### src/pool_pkg.sv
package pool_pkg;

	// Atom geometry
	localparam int LANES      = 4;   // Words per atom, one per channel lane
	localparam int DATA_W     = 16;  // Lane word width
	localparam int ADDR_W     = 30;  // DMA word address width

	// Buffering between fetch and reducer
	localparam int FIFO_DEPTH = 4;                       // Atoms held in the FIFO
	localparam int PTR_W      = $clog2(FIFO_DEPTH);      // Circular pointer width
	localparam int CNT_W      = $clog2(FIFO_DEPTH + 1);  // Fill count, 0..FIFO_DEPTH

	// Job geometry
	localparam int WIN_LOG2_W = 2;  // Window exponent width, 0..3
	localparam int NWIN_W     = 8;  // Window count width
	localparam int MAX_LOG2   = (1 << WIN_LOG2_W) - 1;  // Largest window exponent
	localparam int IDX_W      = MAX_LOG2;               // Atom index inside a window
	localparam int ATOMS_W    = NWIN_W + MAX_LOG2;      // Atoms per job
	localparam int BEAT_W     = $clog2(LANES);          // Beat / lane index

	// Sum of up to 8 words needs 3 extra bits
	localparam int SUM_W      = DATA_W + MAX_LOG2;

	typedef logic [DATA_W-1:0] word_t;
	typedef logic [ADDR_W-1:0] addr_t;

	// Lane 0 holds the first beat of a burst
	typedef word_t [LANES-1:0] atom_t;

	// Command numbers kept from the engine command set
	typedef enum logic [2:0] {
		OP_MPOOL = 3'd4,  // Max pooling
		OP_APOOL = 3'd5   // Average pooling
	} pool_op_e;

	typedef enum logic [1:0] {
		RED_IDLE,    // Waiting for a job
		RED_GATHER,  // Popping atoms of the current window
		RED_WRITE    // Streaming result lanes to the write port
	} reduce_state_e;

	typedef enum logic [1:0] {
		FET_IDLE,     // No job
		FET_REQUEST,  // Waiting for FIFO room
		FET_RECEIVE   // Burst outstanding, collecting beats
	} fetch_state_e;

endpackage
### src/pool_engine.sv
`timescale 1ns/1ps

module pool_engine (
	input  logic                            clk,
	input  logic                            rst,
	// Job port
	input  logic                            i_start,
	input  pool_pkg::pool_op_e              i_op,
	input  logic [pool_pkg::WIN_LOG2_W-1:0] i_win_log2,
	input  logic [pool_pkg::NWIN_W-1:0]     i_num_windows,
	input  pool_pkg::addr_t                 i_src_addr,
	input  pool_pkg::addr_t                 i_dst_addr,
	// DMA read port
	input  pool_pkg::word_t                 i_rd_data,
	input  logic                            i_rd_we,
	output logic                            o_rd_req,
	output pool_pkg::addr_t                 o_rd_addr,
	// DMA write port
	input  logic                            i_wr_ready,
	output logic                            o_wr_valid,
	output pool_pkg::addr_t                 o_wr_addr,
	output pool_pkg::word_t                 o_wr_data,
	// Status
	output logic                            o_busy,
	output logic                            o_done
);

	import pool_pkg::*;

	logic              job_start;   // Accepted job, reducer to fetch
	logic              atom_valid;
	atom_t             atom;        // Assembled atom, fetch to FIFO
	atom_t             head;
	logic              empty;
	logic              pop;
	logic [CNT_W-1:0]  fifo_count;  // Drives fetch read credit

	pool_fetch u_fetch (
		.clk           (clk),
		.rst           (rst),
		.i_job_start   (job_start),
		.i_src_addr    (i_src_addr),
		.i_win_log2    (i_win_log2),
		.i_num_windows (i_num_windows),
		.i_fifo_count  (fifo_count),
		.i_rd_data     (i_rd_data),
		.i_rd_we       (i_rd_we),
		.o_rd_req      (o_rd_req),
		.o_rd_addr     (o_rd_addr),
		.o_atom_valid  (atom_valid),
		.o_atom        (atom)
	);

	atom_fifo u_fifo (
		.clk     (clk),
		.rst     (rst),
		.i_push  (atom_valid),
		.i_atom  (atom),
		.i_pop   (pop),
		.o_head  (head),
		.o_empty (empty),
		.o_count (fifo_count)
	);

	pool_reduce u_reduce (
		.clk           (clk),
		.rst           (rst),
		.i_start       (i_start),
		.i_op          (i_op),
		.i_win_log2    (i_win_log2),
		.i_num_windows (i_num_windows),
		.i_dst_addr    (i_dst_addr),
		.i_head        (head),
		.i_empty       (empty),
		.i_wr_ready    (i_wr_ready),
		.o_job_start   (job_start),
		.o_pop         (pop),
		.o_wr_valid    (o_wr_valid),
		.o_wr_addr     (o_wr_addr),
		.o_wr_data     (o_wr_data),
		.o_busy        (o_busy),
		.o_done        (o_done)
	);

endmodule

### src/pool_reduce.sv
`timescale 1ns/1ps

module pool_reduce (
	input  logic                            clk,
	input  logic                            rst,
	input  logic                            i_start,
	input  pool_pkg::pool_op_e              i_op,
	input  logic [pool_pkg::WIN_LOG2_W-1:0] i_win_log2,
	input  logic [pool_pkg::NWIN_W-1:0]     i_num_windows,
	input  pool_pkg::addr_t                 i_dst_addr,
	input  pool_pkg::atom_t                 i_head,
	input  logic                            i_empty,
	input  logic                            i_wr_ready,
	output logic                            o_job_start,
	output logic                            o_pop,
	output logic                            o_wr_valid,
	output pool_pkg::addr_t                 o_wr_addr,
	output pool_pkg::word_t                 o_wr_data,
	output logic                            o_busy,
	output logic                            o_done
);

	import pool_pkg::*;

	reduce_state_e          state;
	pool_op_e               op_q;        // Latched opcode
	logic [WIN_LOG2_W-1:0]  win_q;       // Latched window exponent
	logic [NWIN_W-1:0]      win_left;    // Windows still to produce
	logic [IDX_W-1:0]       atom_idx;    // Position inside the window
	logic [BEAT_W-1:0]      lane_idx;    // Lane being written
	logic [IDX_W:0]         win_len;
	logic                   last_atom;
	logic                   xfer;
	logic                   valid_op;
	logic [SUM_W-1:0]       acc      [LANES];  // Per-lane running max or sum
	logic [SUM_W-1:0]       acc_next [LANES];
	word_t                  res      [LANES];  // Result words of the finished window

	assign valid_op    = (i_op == OP_MPOOL) || (i_op == OP_APOOL);
	assign o_busy      = (state != RED_IDLE);
	// Unknown opcode or empty job never starts
	assign o_job_start = !o_busy && i_start && valid_op && (i_num_windows != '0);

	assign o_pop      = (state == RED_GATHER) && !i_empty;
	assign win_len    = (IDX_W + 1)'(1) << win_q;
	assign last_atom  = (atom_idx == IDX_W'(win_len - 1'b1));
	assign o_wr_valid = (state == RED_WRITE);
	assign o_wr_data  = res[lane_idx];
	assign xfer       = o_wr_valid && i_wr_ready;

	// First atom loads, later ones fold in
	always_comb begin
		for (int l = 0; l < LANES; l++) begin
			if (atom_idx == '0)
				acc_next[l] = SUM_W'(i_head[l]);
			else if (op_q == OP_MPOOL)
				acc_next[l] = (SUM_W'(i_head[l]) > acc[l]) ? SUM_W'(i_head[l]) : acc[l];
			else
				acc_next[l] = acc[l] + SUM_W'(i_head[l]);
		end
	end

	always_ff @(posedge clk or posedge rst) begin
		if (rst) begin
			state    <= RED_IDLE;
			win_left <= '0;
			atom_idx <= '0;
			lane_idx <= '0;
			o_done   <= 1'b0;
		end else begin
			o_done <= 1'b0;
			case (state)
				RED_IDLE: begin
					if (o_job_start) begin
						win_left <= i_num_windows;
						atom_idx <= '0;
						state    <= RED_GATHER;
					end
				end
				RED_GATHER: begin
					if (o_pop) begin
						atom_idx <= last_atom ? '0 : atom_idx + 1'b1;
						if (last_atom) begin
							lane_idx <= '0;
							state    <= RED_WRITE;  // Valid rises after res is loaded
						end
					end
				end
				RED_WRITE: begin
					if (xfer) begin
						lane_idx <= lane_idx + 1'b1;
						if (lane_idx == BEAT_W'(LANES - 1)) begin
							if (win_left == NWIN_W'(1)) begin
								o_done <= 1'b1;  // Busy drops on the same edge
								state  <= RED_IDLE;
							end else begin
								win_left <= win_left - 1'b1;
								state    <= RED_GATHER;
							end
						end
					end
				end
				default: state <= RED_IDLE;
			endcase
		end
	end

	// Job fields, accumulators and write address
	always_ff @(posedge clk) begin
		if (o_job_start) begin
			op_q      <= i_op;
			win_q     <= i_win_log2;
			o_wr_addr <= i_dst_addr;
		end else if (xfer) begin
			o_wr_addr <= o_wr_addr + 1'b1;  // dst + w*LANES + l, lanes in order
		end
		if (o_pop) begin
			for (int l = 0; l < LANES; l++) begin
				acc[l] <= acc_next[l];
				if (last_atom)
					res[l] <= (op_q == OP_MPOOL) ? word_t'(acc_next[l])
					                             : word_t'(acc_next[l] >> win_q);
			end
		end
	end

	// Write port holds its word until the DMA takes it
	a_wr_stable: assert property (@(posedge clk) disable iff (rst)
		o_wr_valid && !i_wr_ready |=> o_wr_valid && $stable(o_wr_data)
		&& $stable(o_wr_addr));

endmodule

### src/atom_fifo.sv
`timescale 1ns/1ps

module atom_fifo (
	input  logic                       clk,
	input  logic                       rst,
	input  logic                       i_push,
	input  pool_pkg::atom_t            i_atom,
	input  logic                       i_pop,
	output pool_pkg::atom_t            o_head,
	output logic                       o_empty,
	output logic [pool_pkg::CNT_W-1:0] o_count
);

	import pool_pkg::*;

	atom_t             mem [FIFO_DEPTH];  // Atom storage
	logic [PTR_W-1:0]  wr_ptr;
	logic [PTR_W-1:0]  rd_ptr;
	logic              full;

	assign o_head  = mem[rd_ptr];  // Head visible the cycle after its push
	assign o_empty = (o_count == '0);
	assign full    = (o_count == CNT_W'(FIFO_DEPTH));

	always_ff @(posedge clk or posedge rst) begin
		if (rst) begin
			wr_ptr  <= '0;
			rd_ptr  <= '0;
			o_count <= '0;
		end else begin
			if (i_push)
				wr_ptr <= wr_ptr + 1'b1;  // Depth is a power of two, wraps by itself
			if (i_pop)
				rd_ptr <= rd_ptr + 1'b1;
			case ({i_push, i_pop})
				2'b10:   o_count <= o_count + 1'b1;
				2'b01:   o_count <= o_count - 1'b1;
				default: o_count <= o_count;  // Both or neither
			endcase
		end
	end

	always_ff @(posedge clk) begin
		if (i_push)
			mem[wr_ptr] <= i_atom;
	end

	// Fetch credit must keep the buffer from overflowing
	a_no_overflow: assert property (@(posedge clk) disable iff (rst)
		i_push |-> !full);

	// Reducer only consumes what is there
	a_no_underflow: assert property (@(posedge clk) disable iff (rst)
		i_pop |-> !o_empty);

endmodule

### src/pool_fetch.sv
`timescale 1ns/1ps

module pool_fetch (
	input  logic                          clk,
	input  logic                          rst,
	input  logic                          i_job_start,
	input  pool_pkg::addr_t               i_src_addr,
	input  logic [pool_pkg::WIN_LOG2_W-1:0] i_win_log2,
	input  logic [pool_pkg::NWIN_W-1:0]   i_num_windows,
	input  logic [pool_pkg::CNT_W-1:0]    i_fifo_count,
	input  pool_pkg::word_t               i_rd_data,
	input  logic                          i_rd_we,
	output logic                          o_rd_req,
	output pool_pkg::addr_t               o_rd_addr,
	output logic                          o_atom_valid,
	output pool_pkg::atom_t               o_atom
);

	import pool_pkg::*;

	fetch_state_e         state;
	logic [ATOMS_W-1:0]   atoms_left;  // Bursts still to request
	addr_t                next_addr;   // Source of the next burst
	logic [BEAT_W-1:0]    beat_cnt;    // Beats received in this burst
	logic [ATOMS_W-1:0]   job_atoms;
	logic [CNT_W-1:0]     fill;
	logic                 credit;
	logic                 last_beat;

	// Atom total is windows times window length
	assign job_atoms = ATOMS_W'(i_num_windows) << i_win_log2;

	// Atom being pushed this cycle is not yet in the FIFO count
	assign fill      = i_fifo_count + CNT_W'(o_atom_valid);
	assign credit    = fill < CNT_W'(FIFO_DEPTH);
	assign last_beat = i_rd_we && (beat_cnt == BEAT_W'(LANES - 1));

	always_ff @(posedge clk or posedge rst) begin
		if (rst) begin
			state        <= FET_IDLE;
			atoms_left   <= '0;
			beat_cnt     <= '0;
			o_rd_req     <= 1'b0;
			o_atom_valid <= 1'b0;
		end else begin
			o_rd_req     <= 1'b0;  // Both are single-cycle pulses
			o_atom_valid <= 1'b0;
			case (state)
				FET_IDLE: begin
					// FIFO is drained between jobs, so the first burst has room
					if (i_job_start) begin
						o_rd_req   <= 1'b1;
						atoms_left <= job_atoms - 1'b1;
						beat_cnt   <= '0;
						state      <= FET_RECEIVE;
					end
				end
				FET_REQUEST: begin
					if (credit) begin
						o_rd_req   <= 1'b1;
						atoms_left <= atoms_left - 1'b1;
						beat_cnt   <= '0;
						state      <= FET_RECEIVE;
					end
				end
				FET_RECEIVE: begin
					if (i_rd_we)
						beat_cnt <= beat_cnt + 1'b1;
					if (last_beat) begin
						o_atom_valid <= 1'b1;  // Push on the cycle after the last beat
						state        <= (atoms_left == '0) ? FET_IDLE : FET_REQUEST;
					end
				end
				default: state <= FET_IDLE;
			endcase
		end
	end

	// Burst address and deserializer
	always_ff @(posedge clk) begin
		if (state == FET_IDLE && i_job_start) begin
			o_rd_addr <= i_src_addr;
			next_addr <= i_src_addr + ADDR_W'(LANES);
		end else if (state == FET_REQUEST && credit) begin
			o_rd_addr <= next_addr;
			next_addr <= next_addr + ADDR_W'(LANES);  // Data is contiguous
		end
		if (i_rd_we)
			o_atom <= {i_rd_data, o_atom[LANES-1:1]};  // New beat enters at the top
	end

	// Read beats only ever answer an issued burst
	a_beat_in_receive: assert property (@(posedge clk) disable iff (rst)
		i_rd_we |-> state == FET_RECEIVE);

endmodule

### config.mk
export PLATFORM = sky130hd
export DESIGN_NAME = pool_engine
export DESIGN_NICKNAME = d
export VERILOG_FILES = /design/src/pool_pkg.sv /design/src/pool_engine.sv /design/src/pool_reduce.sv /design/src/atom_fifo.sv /design/src/pool_fetch.sv
export SDC_FILE = /design/constraint.sdc
export NUM_CORES = 1
export LEC_CHECK = 0
export ABC_AREA = 0
export BUFFER_PORTS_ARGS = -buffer_cell sky130_fd_sc_hd__buf_2
export CAP_MARGIN = 10
export CELL_PAD_IN_SITES_DETAIL_PLACEMENT = 1
export CELL_PAD_IN_SITES_GLOBAL_PLACEMENT = 1
export CORE_MARGIN = 2
export CORE_UTILIZATION = 52
export CTS_BUF_LIST = sky130_fd_sc_hd__clkbuf_4
export DETAILED_ROUTE_END_ITERATION = 6
export GPL_TIMING_DRIVEN = 1
export PLACE_DENSITY = 0.93
export SLEW_MARGIN = 0
export SYNTH_ARGS = -nofsm -noshare
export SYNTH_HDL_FRONTEND = slang
export SYNTH_SLANG_ARGS = --single-unit
### constraint.sdc
create_clock -name clk -period 9 [get_ports clk]
set_clock_uncertainty 0.15 [all_clocks]
set_input_delay 0.45 -clock clk [delete_from_list [all_inputs] [get_ports clk]]
set_output_delay 0.45 -clock clk [all_outputs]
set_load 0.01 [all_outputs]
==> impl_metrics.ini <==
[outcome]
status = finished with violations
violations = DRC

[worst_setup_path]
arrival_ns = 6.57
cp_max_fo = 38
critPathLaunch = u_fifo.rd_ptr[0]$_DFFE_PP0P_
end_kind = register
worstSetupStartpointType = register
crit_required_ns = 9.58
crit_type = reg -> reg
regToRegStartpoint = u_fifo.rd_ptr[0]$_DFFE_PP0P_

[synth]
ys.flop_type = edfxtp_1
synth_area_sq_um = 31700
muxShareOfSynthArea_pct = 7.57
synth_xor_area_share_pct = 3.31
synth_top_family_by_area = compound AO/OA/AOI/OAI gates
synth-edff-count = 555
synth_compound_area_share_pct = 13.1
synthArstFlopShare_pct = 6.72
netlist-cell-type-count = 93
synth-simple-area-share_pct = 10.6
synth_area_per_cell_sq_um = 12.1
synth_seq_cells = 595
yosysSeqAreaShare_pct = 55.7
syn-num-nets = 2868
yosys_warnings = 0
synthAdderAreaFrac_pct = 5.91
postSynthCellCount = 2627

[sta]
drv_slew = 0
hold_violations = 0
maxSlewHeadroom_pct = 24.8
setup_slack_ns = 3.01
min_period_ns = 5.99
worst_pin_slew_ns = 1.10
rsz0062_at_grt = false
finalCritPeriodShare_pct = 66.5
setup_viol = 0
tns_ns = 0
max_freq_ghz = 0.167

[drt]
drtPass1Iterations = 7
vias = 25900
post-route-drc-count = 1
wl_um = 111000
ant_nets = 0
wl_per_cell_um = 28.5
drt_iter0_markers = 3195
vias_per_cell = 6.63

[pwr]
powerDensity_nw_per_um2 = 360
power.switching_uw = 5950
worst_ir_drop_vdd_uv = 163
pwr-share-clk_pct = 19.9
comb_power_share_pct = 49.5
leakage_uw = 0.0139
p_seq_share_pct = 30.6
p_sw_share_pct = 44.9
internal_power_uw = 7300

[hold_path]
hp-start = i_start
worstHoldPathType = in -> reg

[placement]
dp_hpwl_um = 68900
place_ws_ns = 3.22
postPlaceCellArea_sq_um = 33400
dpl.cell_count = 3492
finalWeightedCongestion = 0.939
numPortBuffers = 173

[clocking]
clock-sinks = 595
numCtsBuffers = 157
ctsResizeCount = 0
post_cts_buffers = 0
cts_htree_levels = 4
insertion_delay_ns = 1.08
clk_root_buffer_cell = clkbuf_4
tritoncts = built
clockBufferDepth = 3
path_clk_slew_ns = 0.08
cts_hold_buf = 118

[cells_and_area]
final_cells = 3901
final_core_utilization_pct = 60.9
fin_nets = 3232
area_growth_pct = 15.9
finalInstanceArea_sq_um = 36800
drive_above_1_share_pct = 18.9

[floorplan]
die_height_um = 251
num_rows = 90
die_w_um = 251
core_area_sq_um = 60400
start_util_pct = 52.6
ios = 174
fp.dieArea_sq_um = 63000

[global_route]
antenna_found_initial = 4
grt_max_degree = 70
grt_first_pass_wirelength_um = 169000
grt.overflow.total = 0
grt_pass1_vias = 27400
track_usage_pct = 35.3

[run]
max_cap_violations = 0
==> per-layer routing <==
metal	vias up	track usage [%]	part of all wire [%]
li1	10800	-	-
met1	12900	42.2	36
met2	1664	59.0	49
met3	469	8.82	9.2
met4	2	19.0	5.4
met5	-	0	0.0063
==> registers in the layout, indices dropped and copies added (netlist names), 2 cells and up <==
register,flops
u_fifo.wr_ptr,2
u_fetch.beat_cnt,2
u_fifo.rd_ptr,2
u_fetch.atoms_left,11
u_reduce.res,64
u_fifo.mem,256
u_fetch.state,2
u_reduce.win_q,2
u_fetch.o_atom,64
u_reduce.o_wr_addr,30
u_reduce.lane_idx,2
u_reduce.op_q,3
u_reduce.atom_idx,3
u_reduce.win_left,8
u_fetch.next_addr,30
u_fifo.o_count,3
u_reduce.state,2
u_reduce.acc,76
u_fetch.o_rd_addr,30
==> cells by family after synthesis <==
group,after synthesis
AO/OA/AOI/OAI,622
buffers and inverters,304
AND/OR/NAND/NOR,700
adder cells (fa/ha/maj),147
flip-flops,595
multiplexers,139
XOR/XNOR,120
==> power groups by stage <==
stage	Combinational (uW)	Sequential, uW	Clock (uW)
after floorplan	4330	3870	0
after global placement	5670	4050	0
after detailed placement	6040	4090	0
after CTS	6190	4040	2590
after global routing	6970	4090	2770
final	6560	4060	2640
==> Yosys cell counts, drive strengths merged, types with 17 or more instances <==
| cell type | count | area share, % |
|---|---|---|
| a211oi | 36 | 0.85 |
| a21o | 19 | 0.45 |
| a21oi | 153 | 2.4 |
| a22oi | 26 | 0.62 |
| and3 | 17 | 0.34 |
| buf | 32 | 0.54 |
| clkbuf | 93 | 1.1 |
| dfrtp | 40 | 3.2 |
| edfxtp | 555 | 53 |
| ha | 142 | 5.6 |
| inv | 179 | 2.1 |
| mux2i | 50 | 1.6 |
| mux4 | 80 | 5.7 |
| nand2 | 205 | 2.4 |
| nand2b | 33 | 0.65 |
| nand3 | 55 | 0.87 |
| nand4 | 31 | 0.61 |
| nor2 | 171 | 2.0 |
| nor2b | 24 | 0.47 |
| nor3 | 62 | 1.0 |
| nor4 | 32 | 0.63 |
| o211ai | 23 | 0.54 |
| o21a | 19 | 0.45 |
| o21ai | 146 | 2.3 |
| o221ai | 18 | 0.50 |
| o22ai | 23 | 0.45 |
| xnor2 | 83 | 2.3 |
| xor2 | 37 | 1.0 |
==> layout by cell type (no fill, tap or decap), drive strengths merged, types with 118 or more instances in the layout <==
master and instances:
inv 181, dlygate4sd3 118, nand2 205, ha 142
buf 212, o21ai 146, nor2 171, edfxtp 555
clkbuf 221, a21oi 153
==> critical path, stage by stage, from the launching register on <==
cell,delay (ns)
dfrtp_4,1.01
buf_4,0.49
mux4_2,0.65
ha_1,0.43
nand4_1,0.13
or4_1,0.15
nor4b_2,0.83
o21ai_0,0.31
nor4_1,0.95
mux2i_1,0.27
a2bb2oi_1,0.21
o21ai_0,0.10
==> through the flow <==
stage | power, uW | hold WS [ns]
2_1_floorplan | 8200 | 0.309
3_3_place_gp | 9710 | 0.320
3_5_place_dp | 10100 | 0.351
4_1_cts | 12800 | 0.000643
5_1_grt | 13800 | 0.0335
6_report | 13200 | 0.0508
==> path summary, 6_finish.rpt <==
kind	slack, ns	to	cells after the start
max	3.01	u_reduce.res[2][5]$_DFFE_PP_	11
min	0.05	u_reduce.state[0]$_DFFE_PP0P_	5
max reg2reg	3.01	u_reduce.res[2][5]$_DFFE_PP_	11
min reg2reg	0.33	u_fifo.mem[3][9]$_DFFE_PP_	0
max in group asynchronous	7.65	u_fifo.rd_ptr[0]$_DFFE_PP0P_	5
min in group asynchronous	0.54	u_reduce.win_left[4]$_DFFE_PP0P_	5
==> area by class of cell <==
| type | count | area (sq um) |
|---|---|---|
| inverter | 179 | 672 |
| tap | 782 | 978 |
| clock buffer | 221 | 1660 |
| sequential | 595 | 17700 |
| fill | 6234 | 23600 |
| timing repair buffer | 330 | 2390 |
| multi-input combinational | 1728 | 12900 |
| clock inverter | 60 | 452 |
| antenna | 6 | 15.0 |
Note: power is estimated with default switching activity, not from simulation.
